--- config.mk ---
export PLATFORM = sky130hd
export DESIGN_NAME = obi_read_dma_top
export DESIGN_NICKNAME = d
export VERILOG_FILES = /design/src/source/dma_pkg.sv /design/src/source/dma_if.sv /design/src/source/obi_read_dma_top.sv /design/src/source/byte_align.sv /design/src/source/read_addr_gen.sv /design/src/source/reg_decode.sv
export VERILOG_INCLUDE_DIRS = /design/src /design/src/source
export SDC_FILE = /design/constraint.sdc
export NUM_CORES = 1
export LEC_CHECK = 0
export BUFFER_PORTS_ARGS = -buffer_cell sky130_fd_sc_hd__clkbuf_2
export CAP_MARGIN = 20
export CORE_ASPECT_RATIO = 1.25
export CORE_MARGIN = 8
export CORE_UTILIZATION = 40
export CTS_CLUSTER_SIZE = 40
export DETAILED_ROUTE_END_ITERATION = 7
export MAX_ROUTING_LAYER = met4
export PLACE_DENSITY = 0.67
export RECOVER_POWER = 100
export SETUP_SLACK_MARGIN = 0.15
export SLEW_MARGIN = 20
export SYNTH_ARGS = -nofsm -noshare
export SYNTH_HDL_FRONTEND = slang
export SYNTH_SLANG_ARGS = --single-unit
--- constraint.sdc ---
create_clock -name clk_i -period 4.1 [get_ports clk_i]
set_clock_uncertainty 0.2 [all_clocks]
set_input_delay 0.82 -clock clk_i [delete_from_list [all_inputs] [get_ports clk_i]]
set_output_delay 0.82 -clock clk_i [all_outputs]
set_load 0.01 [all_outputs]
--- src/source/dma_settings.svh ---
////////////////////////////////////////////////////////////
// read DMA settings
// bus widths, register map, id word and read limit
////////////////////////////////////////////////////////////
`ifndef DMA_SETTINGS_SVH
`define DMA_SETTINGS_SVH

// bus widths
`define DMA_DATA_W      32
`define DMA_ID_W        4

`define DMA_MAX_OUST    2            // max manager reads in flight

`define DMA_MAGIC       32'h6943_4017
`define DMA_BAD_RDATA   32'hdead_beef // unmapped register reads
`define DMA_LEN_RESET   32'd4         // one word

// register word indices
`define DMA_REG_MAGIC   10'd0
`define DMA_REG_CMD     10'd1         // write side of index 1
`define DMA_REG_DATA0   10'd1         // read side of index 1
`define DMA_REG_DATA1   10'd2
`define DMA_REG_DATA2   10'd3
`define DMA_REG_LEN     10'd4
`define DMA_REG_STATUS  10'd5

`endif
--- src/source/dma_pkg.sv ---
////////////////////////////////////////////////////////////
// read DMA types
// bus address views and register index
////////////////////////////////////////////////////////////
`default_nettype none

`include "dma_settings.svh"

package dma_pkg;

	// register word index
	typedef logic [9:0] reg_idx_t;

	// byte address split into word and byte fields
	typedef struct packed {
		logic [`DMA_DATA_W-13:0] upper;     // above the register window
		reg_idx_t                word_idx;  // register word index
		logic [1:0]              byte_off;  // byte within the word
	} bus_addr_s;

	// one bus address, flat or split
	typedef union packed {
		logic [`DMA_DATA_W-1:0] byte_addr;
		bus_addr_s              f;
	} bus_addr_u;

endpackage

`default_nettype wire

--- src/source/dma_if.sv ---
////////////////////////////////////////////////////////////
// read DMA internal links
// command channel and tagged read beats
////////////////////////////////////////////////////////////
`timescale 1ns/100ps
`default_nettype none

`include "dma_settings.svh"

// dma command, one pulse per start
interface dma_cmd_if;
	import dma_pkg::*;

	logic                   valid;
	logic                   ready;
	bus_addr_u              addr;  // start byte address
	logic [`DMA_DATA_W-1:0] len;   // byte length

	modport src (output valid, output addr, output len, input ready);
	modport dst (input valid, input addr, input len, output ready);
	modport mon (input valid, input ready, input addr, input len); // align side watches
endinterface

// manager read response with stream tags
interface read_beat_if;
	logic                   valid;
	logic [`DMA_DATA_W-1:0] rdata;
	logic                   first;  // first word of the transfer
	logic                   last;   // last word of the transfer

	modport src (output valid, output rdata, output first, output last);
	modport dst (input valid, input rdata, input first, input last);
endinterface

`default_nettype wire

--- src/source/obi_read_dma_top.sv ---
////////////////////////////////////////////////////////////
// OBI read DMA top
// register block, address generator and aligner
////////////////////////////////////////////////////////////
`timescale 1ns/100ps
`default_nettype none

`include "dma_settings.svh"

module obi_read_dma_top (
	input  logic                   clk_i,
	input  logic                   rst_ni,
	// subordinate obi
	input  logic                   sbr_req_i,
	output logic                   sbr_gnt_o,
	input  logic [`DMA_DATA_W-1:0] sbr_addr_i,
	input  logic                   sbr_we_i,
	input  logic [`DMA_DATA_W-1:0] sbr_wdata_i,
	input  logic [`DMA_ID_W-1:0]   sbr_aid_i,
	output logic                   sbr_rvalid_o,
	output logic [`DMA_DATA_W-1:0] sbr_rdata_o,
	output logic [`DMA_ID_W-1:0]   sbr_rid_o,
	// manager obi, reads only
	output logic                   mgr_req_o,
	input  logic                   mgr_gnt_i,
	output logic [`DMA_DATA_W-1:0] mgr_addr_o,
	input  logic                   mgr_rvalid_i,
	input  logic [`DMA_DATA_W-1:0] mgr_rdata_i
);

	dma_cmd_if   u_cmd_if ();
	read_beat_if u_beat_if ();

	logic                   word_valid;
	logic [`DMA_DATA_W-1:0] word_data;
	logic                   done;

	reg_decode u_reg_decode (
		.clk_i        (clk_i),
		.rst_ni       (rst_ni),
		.sbr_req_i    (sbr_req_i),
		.sbr_gnt_o    (sbr_gnt_o),
		.sbr_addr_i   (sbr_addr_i),
		.sbr_we_i     (sbr_we_i),
		.sbr_wdata_i  (sbr_wdata_i),
		.sbr_aid_i    (sbr_aid_i),
		.sbr_rvalid_o (sbr_rvalid_o),
		.sbr_rdata_o  (sbr_rdata_o),
		.sbr_rid_o    (sbr_rid_o),
		.cmd          (u_cmd_if),
		.word_valid_i (word_valid),
		.word_data_i  (word_data),
		.done_i       (done)
	);

	read_addr_gen u_read_addr_gen (
		.clk_i        (clk_i),
		.rst_ni       (rst_ni),
		.cmd          (u_cmd_if),
		.mgr_req_o    (mgr_req_o),
		.mgr_gnt_i    (mgr_gnt_i),
		.mgr_addr_o   (mgr_addr_o),
		.mgr_rvalid_i (mgr_rvalid_i),
		.mgr_rdata_i  (mgr_rdata_i),
		.beat         (u_beat_if)
	);

	byte_align u_byte_align (
		.clk_i        (clk_i),
		.rst_ni       (rst_ni),
		.cmd          (u_cmd_if),
		.beat         (u_beat_if),
		.word_valid_o (word_valid),
		.word_data_o  (word_data),
		.done_o       (done)
	);

endmodule

`default_nettype wire

--- src/source/byte_align.sv ---
////////////////////////////////////////////////////////////
// byte aligner
// realigns read beats into packed little-endian words
// and zeroes the unused tail bytes
////////////////////////////////////////////////////////////
`timescale 1ns/100ps
`default_nettype none

`include "dma_settings.svh"

module byte_align (
	input  logic                   clk_i,
	input  logic                   rst_ni,
	dma_cmd_if.mon                 cmd,
	read_beat_if.dst               beat,
	// aligned stream out
	output logic                   word_valid_o,
	output logic [`DMA_DATA_W-1:0] word_data_o,
	output logic                   done_o
);

	logic            cmd_go;
	logic [2:0]      tail_span;  // offset plus length mod 4
	logic [1:0]      off_q;      // source byte offset
	logic [1:0]      rem_q;      // bytes in last word, 0 is full
	logic            flush_q;    // tail needs an extra word
	logic            shift_en;
	logic [3:0][7:0] shift_in;
	logic [6:0][7:0] win_q;      // new beat in [6:3]
	logic            pend_q;     // flush next cycle
	logic            vld_q;
	logic            last_q;
	logic [3:0][7:0] sel;
	logic [3:0]      keep;

	assign cmd_go    = cmd.valid & cmd.ready;
	assign tail_span = {1'b0, cmd.addr.f.byte_off} + {1'b0, cmd.len[1:0]};

	////////////////////////////////////////////////////////////
	// transfer setup

	always_ff @(posedge clk_i) begin
		if (!rst_ni) begin
			off_q   <= 2'd0;
			rem_q   <= 2'd0;
			flush_q <= 1'b0;
		end else if (cmd_go) begin
			off_q   <= cmd.addr.f.byte_off;
			rem_q   <= cmd.len[1:0];
			// unaligned and the tail ends in the last beat
			flush_q <= (cmd.addr.f.byte_off != 2'd0) && (cmd.len[1:0] != 2'd0)
				&& (tail_span <= 3'd4);
		end
	end

	////////////////////////////////////////////////////////////
	// byte window

	assign shift_en = beat.valid | pend_q;
	assign shift_in = beat.valid ? beat.rdata : '0; // flush shifts zeros

	always_ff @(posedge clk_i) begin
		if (shift_en) begin
			win_q[6:3] <= shift_in;
			win_q[2:0] <= win_q[6:4]; // keep top 3 old bytes
		end
	end

	// word per beat, first partial window dropped when unaligned
	always_ff @(posedge clk_i) begin
		if (!rst_ni) begin
			vld_q  <= 1'b0;
			last_q <= 1'b0;
			pend_q <= 1'b0;
		end else if (beat.valid) begin
			vld_q  <= !(beat.first && off_q != 2'd0);
			last_q <= beat.last && !flush_q;
			pend_q <= beat.last && flush_q;
		end else begin
			vld_q  <= pend_q;  // flush word
			last_q <= pend_q;
			pend_q <= 1'b0;
		end
	end

	////////////////////////////////////////////////////////////
	// output select and tail mask

	always_comb begin
		case (off_q)
			2'd0:    sel = win_q[6:3];
			2'd1:    sel = win_q[3:0];
			2'd2:    sel = win_q[4:1];
			default: sel = win_q[5:2];
		endcase
	end

	always_comb begin
		for (int i = 0; i < 4; i++) begin
			keep[i] = !last_q || (rem_q == 2'd0) || (i < rem_q);
			word_data_o[8*i +: 8] = keep[i] ? sel[i] : 8'h00;
		end
	end

	assign word_valid_o = vld_q;
	assign done_o       = vld_q & last_q; // one pulse per transfer

endmodule

`default_nettype wire

--- src/source/read_addr_gen.sv ---
////////////////////////////////////////////////////////////
// read address generator
// word reads on the manager port with in-flight limit
// and first and last tags per beat
////////////////////////////////////////////////////////////
`timescale 1ns/100ps
`default_nettype none

`include "dma_settings.svh"

module read_addr_gen (
	input  logic                   clk_i,
	input  logic                   rst_ni,
	dma_cmd_if.dst                 cmd,
	// manager obi
	output logic                   mgr_req_o,
	input  logic                   mgr_gnt_i,
	output logic [`DMA_DATA_W-1:0] mgr_addr_o,
	input  logic                   mgr_rvalid_i,
	input  logic [`DMA_DATA_W-1:0] mgr_rdata_i,
	// tagged responses
	read_beat_if.src               beat
);
	import dma_pkg::*;

	localparam int unsigned oust_w = $clog2(`DMA_MAX_OUST + 1);
	localparam int unsigned ptr_w  = (`DMA_MAX_OUST > 1) ? $clog2(`DMA_MAX_OUST) : 1;

	logic                   busy_q;     // reads left to issue
	logic                   first_q;
	bus_addr_u              addr_q;     // keeps the start byte offset
	logic [`DMA_DATA_W-1:0] cnt_q;      // bytes left from addr_q
	logic [`DMA_DATA_W-1:0] span;
	logic                   last_flag;
	logic                   cmd_go;
	logic                   req_go;
	logic [oust_w-1:0]      oust_q;
	logic [1:0]             tag_mem [0:`DMA_MAX_OUST-1]; // {first, last}
	logic [ptr_w-1:0]       wr_ptr_q;
	logic [ptr_w-1:0]       rd_ptr_q;

	function automatic logic [ptr_w-1:0] ptr_inc(input logic [ptr_w-1:0] p);
		if (p == ptr_w'(`DMA_MAX_OUST - 1))
			return '0;
		return p + 1'b1;
	endfunction

	assign cmd.ready = !busy_q && (oust_q == '0); // idle and drained
	assign cmd_go    = cmd.valid & cmd.ready;

	assign span      = cnt_q + {{(`DMA_DATA_W-2){1'b0}}, addr_q.f.byte_off};
	assign last_flag = (span <= 4); // rest fits in this word

	assign mgr_req_o  = busy_q && (oust_q < oust_w'(`DMA_MAX_OUST)); // throttle
	assign mgr_addr_o = {addr_q.f.upper, addr_q.f.word_idx, 2'b00};  // word aligned
	assign req_go     = mgr_req_o & mgr_gnt_i;

	////////////////////////////////////////////////////////////
	// address walk

	always_ff @(posedge clk_i) begin
		if (!rst_ni) begin
			busy_q  <= 1'b0;
			first_q <= 1'b0;
		end else if (cmd_go) begin
			busy_q  <= 1'b1;
			first_q <= 1'b1;
		end else if (req_go) begin
			first_q <= 1'b0;
			if (last_flag)
				busy_q <= 1'b0;
		end
	end

	always_ff @(posedge clk_i) begin
		if (cmd_go) begin
			addr_q <= cmd.addr;
			cnt_q  <= cmd.len;
		end else if (req_go) begin
			addr_q.byte_addr <= addr_q.byte_addr + 4; // next word
			cnt_q            <= cnt_q - 4;
		end
	end

	////////////////////////////////////////////////////////////
	// in flight count, grant to response

	always_ff @(posedge clk_i) begin
		if (!rst_ni) begin
			oust_q <= '0;
		end else begin
			case ({req_go, mgr_rvalid_i})
				2'b10:   oust_q <= oust_q + 1'b1;
				2'b01:   oust_q <= oust_q - 1'b1;
				default: oust_q <= oust_q; // none or both
			endcase
		end
	end

	// tag fifo, pushed on grant and popped on response
	always_ff @(posedge clk_i) begin
		if (req_go)
			tag_mem[wr_ptr_q] <= {first_q, last_flag};
	end

	always_ff @(posedge clk_i) begin
		if (!rst_ni) begin
			wr_ptr_q <= '0;
			rd_ptr_q <= '0;
		end else begin
			if (req_go)
				wr_ptr_q <= ptr_inc(wr_ptr_q);
			if (mgr_rvalid_i)
				rd_ptr_q <= ptr_inc(rd_ptr_q);
		end
	end

	// responses in order so the head tag matches
	assign beat.valid               = mgr_rvalid_i;
	assign beat.rdata               = mgr_rdata_i;
	assign {beat.first, beat.last}  = tag_mem[rd_ptr_q];

endmodule

`default_nettype wire

--- src/source/reg_decode.sv ---
////////////////////////////////////////////////////////////
// register decode
// subordinate OBI access to registers and dma commands
////////////////////////////////////////////////////////////
`timescale 1ns/100ps
`default_nettype none

`include "dma_settings.svh"

module reg_decode (
	input  logic                   clk_i,
	input  logic                   rst_ni,
	// subordinate obi
	input  logic                   sbr_req_i,
	output logic                   sbr_gnt_o,
	input  dma_pkg::bus_addr_u     sbr_addr_i,
	input  logic                   sbr_we_i,
	input  logic [`DMA_DATA_W-1:0] sbr_wdata_i,
	input  logic [`DMA_ID_W-1:0]   sbr_aid_i,
	output logic                   sbr_rvalid_o,
	output logic [`DMA_DATA_W-1:0] sbr_rdata_o,
	output logic [`DMA_ID_W-1:0]   sbr_rid_o,
	// dma start
	dma_cmd_if.src                 cmd,
	// aligned stream in
	input  logic                   word_valid_i,
	input  logic [`DMA_DATA_W-1:0] word_data_i,
	input  logic                   done_i
);
	import dma_pkg::*;

	logic                        acc;      // granted access
	logic                        wr_acc;
	reg_idx_t                    idx;
	reg_idx_t                    ridx_q;   // index of pending response
	logic [`DMA_ID_W-1:0]        rid_q;
	logic                        rvalid_q;
	logic [`DMA_DATA_W-1:0]      len_q;
	logic [2:0][`DMA_DATA_W-1:0] cap_q;    // [0] newest word
	logic                        busy_q;

	assign sbr_gnt_o = 1'b1; // never stalls
	assign acc       = sbr_req_i & sbr_gnt_o;
	assign wr_acc    = acc & sbr_we_i;
	assign idx       = sbr_addr_i.f.word_idx;

	////////////////////////////////////////////////////////////
	// response pipe

	always_ff @(posedge clk_i) begin
		if (!rst_ni) begin
			rvalid_q <= 1'b0;
		end else begin
			rvalid_q <= acc; // one cycle after grant
		end
	end

	always_ff @(posedge clk_i) begin
		if (acc) begin
			ridx_q <= idx;
			rid_q  <= sbr_aid_i;
		end
	end

	////////////////////////////////////////////////////////////
	// registers

	// length, used by the next start
	always_ff @(posedge clk_i) begin
		if (!rst_ni) begin
			len_q <= `DMA_LEN_RESET;
		end else if (wr_acc && idx == `DMA_REG_LEN) begin
			len_q <= sbr_wdata_i;
		end
	end

	// start pulse, dropped while a transfer runs
	assign cmd.valid = wr_acc && (idx == `DMA_REG_CMD) && !busy_q;
	assign cmd.addr  = sbr_wdata_i;
	assign cmd.len   = len_q;

	// busy from accept until the last word
	always_ff @(posedge clk_i) begin
		if (!rst_ni) begin
			busy_q <= 1'b0;
		end else if (cmd.valid && cmd.ready) begin
			busy_q <= 1'b1;
		end else if (done_i) begin
			busy_q <= 1'b0;
		end
	end

	// capture shift, oldest word falls off
	always_ff @(posedge clk_i) begin
		if (!rst_ni) begin
			cap_q <= '0;
		end else if (word_valid_i) begin
			cap_q[2] <= cap_q[1];
			cap_q[1] <= cap_q[0];
			cap_q[0] <= word_data_i;
		end
	end

	////////////////////////////////////////////////////////////
	// read data select

	always_comb begin
		case (ridx_q)
			`DMA_REG_MAGIC:  sbr_rdata_o = `DMA_MAGIC;
			`DMA_REG_DATA0:  sbr_rdata_o = cap_q[0];
			`DMA_REG_DATA1:  sbr_rdata_o = cap_q[1];
			`DMA_REG_DATA2:  sbr_rdata_o = cap_q[2];
			`DMA_REG_LEN:    sbr_rdata_o = len_q;
			`DMA_REG_STATUS: sbr_rdata_o = {{(`DMA_DATA_W-1){1'b0}}, busy_q}; // bit 0 busy
			default:         sbr_rdata_o = `DMA_BAD_RDATA;
		endcase
	end

	assign sbr_rvalid_o = rvalid_q;
	assign sbr_rid_o    = rid_q;

endmodule

`default_nettype wire

==> flow_summary.json <==
{
  "r2r_end": "u_read_addr_gen.tag_mem[0][0]",
  "synthSimpleGateAreaFrac_pct": 17.7,
  "grt_max_degree": 115,
  "worstPathCellList": "clkinv_1 > nor2_1 > clkbuf_2 > a221oi_1 > a21oi_1 > clkbuf_1",
  "area_growth_syn_to_layout_pct": 12.6,
  "nets": 1542,
  "reg2reg_depth": 9,
  "synth_cell_types": 71,
  "dp_hpwl_um": 26600,
  "post_cts_buffers": 0,
  "worst_pin_slew_ps": 2990,
  "cts.clk_slew.worst_paths_ps": 60,
  "intPower_w": 0.00484,
  "num_rows": 77,
  "clock_latency_ps": 550,
  "p_sw_w": 0.00133,
  "numCtsBuffers": 29,
  "drc": 0,
  "synthMuxAreaShare_pct": 12.1,
  "cp.depth": 6,
  "synth_seq_area_share_pct": 49.4,
  "ys_top_cells_by_area": "edfxtp_1 (29%), dfxtp_1 (20%), mux2i_1 (7.0%), mux4_2 (5.1%), nor2b_1 (4.1%)",
  "slew_headroom_pct": -99.4,
  "ctsRootBufferMaster": "clkbuf_16",
  "slew_viol_final": 82,
  "crit_required_ps": 3080,
  "antenna_found_initial": 0,
  "cts_hold_buf": 0,
  "power_frac_clock_pct": 44.7,
  "synth_compound_area_share_pct": 11.0,
  "rsz0062_at_grt": "no",
  "drive_above_1_share_pct": 14.0,
  "postSynthCellCount": 1346,
  "r2r-start": "u_read_addr_gen.cnt_q[0]",
  "synth_top_family_by_area": "simple AND/OR/NAND/NOR gates",
  "antenna_cells": 0,
  "first_iter_violations": 562,
  "slowest_delay_ps": 600,
  "drt-total-wl_um": 35900,
  "violations": "capacitance limit, slew limit",
  "io_pins": 177,
  "async_flop_share_pct": 0,
  "dieArea_um2": 42000,
  "start_util_pct": 40.4,
  "first_pass_iters": 6,
  "cts_tree": "built",
  "chipHeight_um": 227,
  "synthFlopType": "dfxtp_1",
  "port_buffers": 151,
  "ctsHtreeMaxLevel": 1,
  "cpMaxStageDelayCell": "edfxtp_1",
  "final_cell_mix": "nand2_1 (153), dfxtp_1 (142), edfxtp_1 (138)",
  "cpLargestDelayFamily": "buffers and inverters",
  "wire_per_inst_um": 18.7,
  "fp.coreArea_um2": 35300,
  "cp-start-kind": "flop",
  "syn_area_um2": 14300,
  "path_max_fanout": 15,
  "vias_per_cell": 5.25,
  "fin_ws_ps": 371,
  "endpoint_kind": "output port",
  "mostFrequentLayoutCell": "nand2_1",
  "ys_ff_latch": 283,
  "ant_nets": 0,
  "p_seq_share_pct": 50.4,
  "grt_pass1_vias": 10015,
  "synth_top_area_share_pct": 29.1,
  "vias": 10093,
  "arrival_ps": 2710,
  "ir_worst_vdd_v": 0.000260,
  "fin_setup_tns_ps": 0,
  "yosysWarnings": 0,
  "syn_avg_cell_area_um2": 10.6,
  "worstHoldStart": "sbr_aid_i[2]",
  "cts_sinks": 283,
  "min_path_type": "in -> reg",
  "setup_violations": 0,
  "cts_buffer_depth": 3,
  "sw_frac_of_total_pct": 21.6,
  "power_density_nw_per_um2": 385,
  "grt_pass1_wl_um": 55600,
  "drv_cap": 1,
  "gp_congestion": 0.882,
  "ff2ff_setup_slack_ps": 650,
  "synth_edf_count": 138,
  "criticalPathCategory": "reg -> out",
  "grt_usage_pct": 17.2,
  "post-place-ws_ps": 328,
  "worstHoldEndpoint": "u_reg_decode.sbr_rid_o[2]",
  "finalCriticalPeriod_ps": 3730,
  "synthXorXnorAreaFrac_pct": 3.63,
  "power_w": 0.00618,
  "leakagePower_nw": 5.28,
  "pwr-share-comb_pct": 4.8,
  "outcome": "finished, violations left",
  "synth_top_area_cell": "edfxtp_1",
  "fill_cells": 3431,
  "finalCritPeriodShare_pct": 91.0,
  "overflow": 0,
  "finalHoldViolations": 0,
  "worst_hold_path.num_cells": 1,
  "synth-adder-area-share_pct": 0.895,
  "crit_buf_inv": 3,
  "fmax_mhz": 268,
  "die_width_um": 185
}
## worst register-to-register path, delay by kind of cell (launching register included)
family | cells | cell delay [ps]
and+or+nand+nor | 5 | 1870
AOI/OAI and AO/OA | 1 | 130
DFF | 1 | 340
adders and majority gates | 2 | 590
buffers and inverters | 1 | 50
## what timing repair did
item	4_1_cts	5_1_grt
setup endpoints to repair	1	3
endpoints found under the hold margin	0	0
gates cloned	0	0
resized for setup	1	1
pin swaps	0	0
## worst max path at each step
stage | start | endpoint
2_1_floorplan | sbr_addr_i[9] | u_read_addr_gen.addr_q[10]
3_3_place_gp | sbr_addr_i[9] | u_read_addr_gen.addr_q[27]
3_5_place_dp | sbr_addr_i[9] | u_read_addr_gen.addr_q[10]
4_1_cts | u_reg_decode.ridx_q[7] | sbr_rdata_o[8]
5_1_grt | u_reg_decode.ridx_q[7] | sbr_rdata_o[8]
6_report | u_reg_decode.ridx_q[2] | sbr_rdata_o[5]
## routing by layer
| metal | vias up | routed length, um | GRT usage (%) |
|---|---|---|---|
| li1 | 4961 | - | - |
| met1 | 4837 | 15200 | 20.8 |
| met2 | 232 | 17500 | 28.9 |
| met3 | 63 | 1770 | 2.12 |
| met4 | 0 | 1480 | 6.93 |
| met5 | - | 0 | - |
## logic make-up after synthesis
kind of cell / after synthesis
flip-flops: 283
AO/OA/AOI/OAI: 234
multiplexers: 132
XOR/XNOR: 59
AND/OR/NAND/NOR: 479
adder cells (fa/ha/maj): 9
buffers and inverters: 148
other: 2
## Yosys cell counts (18+ instances only)
library cell,number
a21boi_0,34
nor2b_1,94
nor3_1,18
a21oi_1,36
xor2_1,21
nand2_1,153
and3_1,18
mux4_2,32
edfxtp_1,138
nand3_1,25
xnor2_1,38
nor2_1,63
mux2i_1,99
dfxtp_1,145
and2_1,47
buf_4,34
inv_1,20
o21ai_0,56
a22oi_1,25
clkbuf_1,70
## flip-flops by register name (all words and copies together) (netlist names), named ones only
register	count
u_byte_align.flush_q	1
u_byte_align.last_q	1
u_byte_align.off_q	2
u_byte_align.pend_q	1
u_byte_align.rem_q	2
u_byte_align.win_q	56
u_byte_align.word_valid_o	1
u_read_addr_gen.addr_q	32
u_read_addr_gen.busy_q	1
u_read_addr_gen.cnt_q	32
u_read_addr_gen.first_q	1
u_read_addr_gen.oust_q	2
u_read_addr_gen.rd_ptr_q	1
u_read_addr_gen.tag_mem	4
u_read_addr_gen.wr_ptr_q	1
u_reg_decode.busy_q	1
u_reg_decode.cap_q	96
u_reg_decode.cmd.len	32
u_reg_decode.ridx_q	10
u_reg_decode.sbr_rid_o	4
u_reg_decode.sbr_rvalid_o	1
## power groups by stage
| stage | Sequential (W) | Clock, W | Combinational, W |
|---|---|---|---|
| floorplan | 0.00314 | 0 | 0.000211 |
| global placement | 0.00317 | 0 | 0.000296 |
| detailed placement | 0.00317 | 0 | 0.000303 |
| CTS | 0.00311 | 0.00281 | 0.000304 |
| global route | 0.00312 | 0.00293 | 0.000327 |
| finish | 0.00312 | 0.00276 | 0.000298 |
## per-stage QoR
step,cells,hold slack [ps],cell area (um2),util [%]
after floorplan,1347,221,14300,-
after global placement,1870,227,15200,43.1
after detailed placement,1870,246,15200,43.1
after CTS,1923,238,16200,45.9
after global routing,1923,238,16000,45.5
final,1923,253,16000,45.5
## layout make-up
type,count,area (um2),area share [%]
well taps,474,593,3.70
clock inverters,14,181,1.13
flip-flops and latches,283,7050,44.0
multi-input cells,916,6490,40.4
inverters,23,86.3,0.538
repair buffers,174,827,5.15
clock buffers,39,817,5.09
Power figures use the tool's default switching activity.
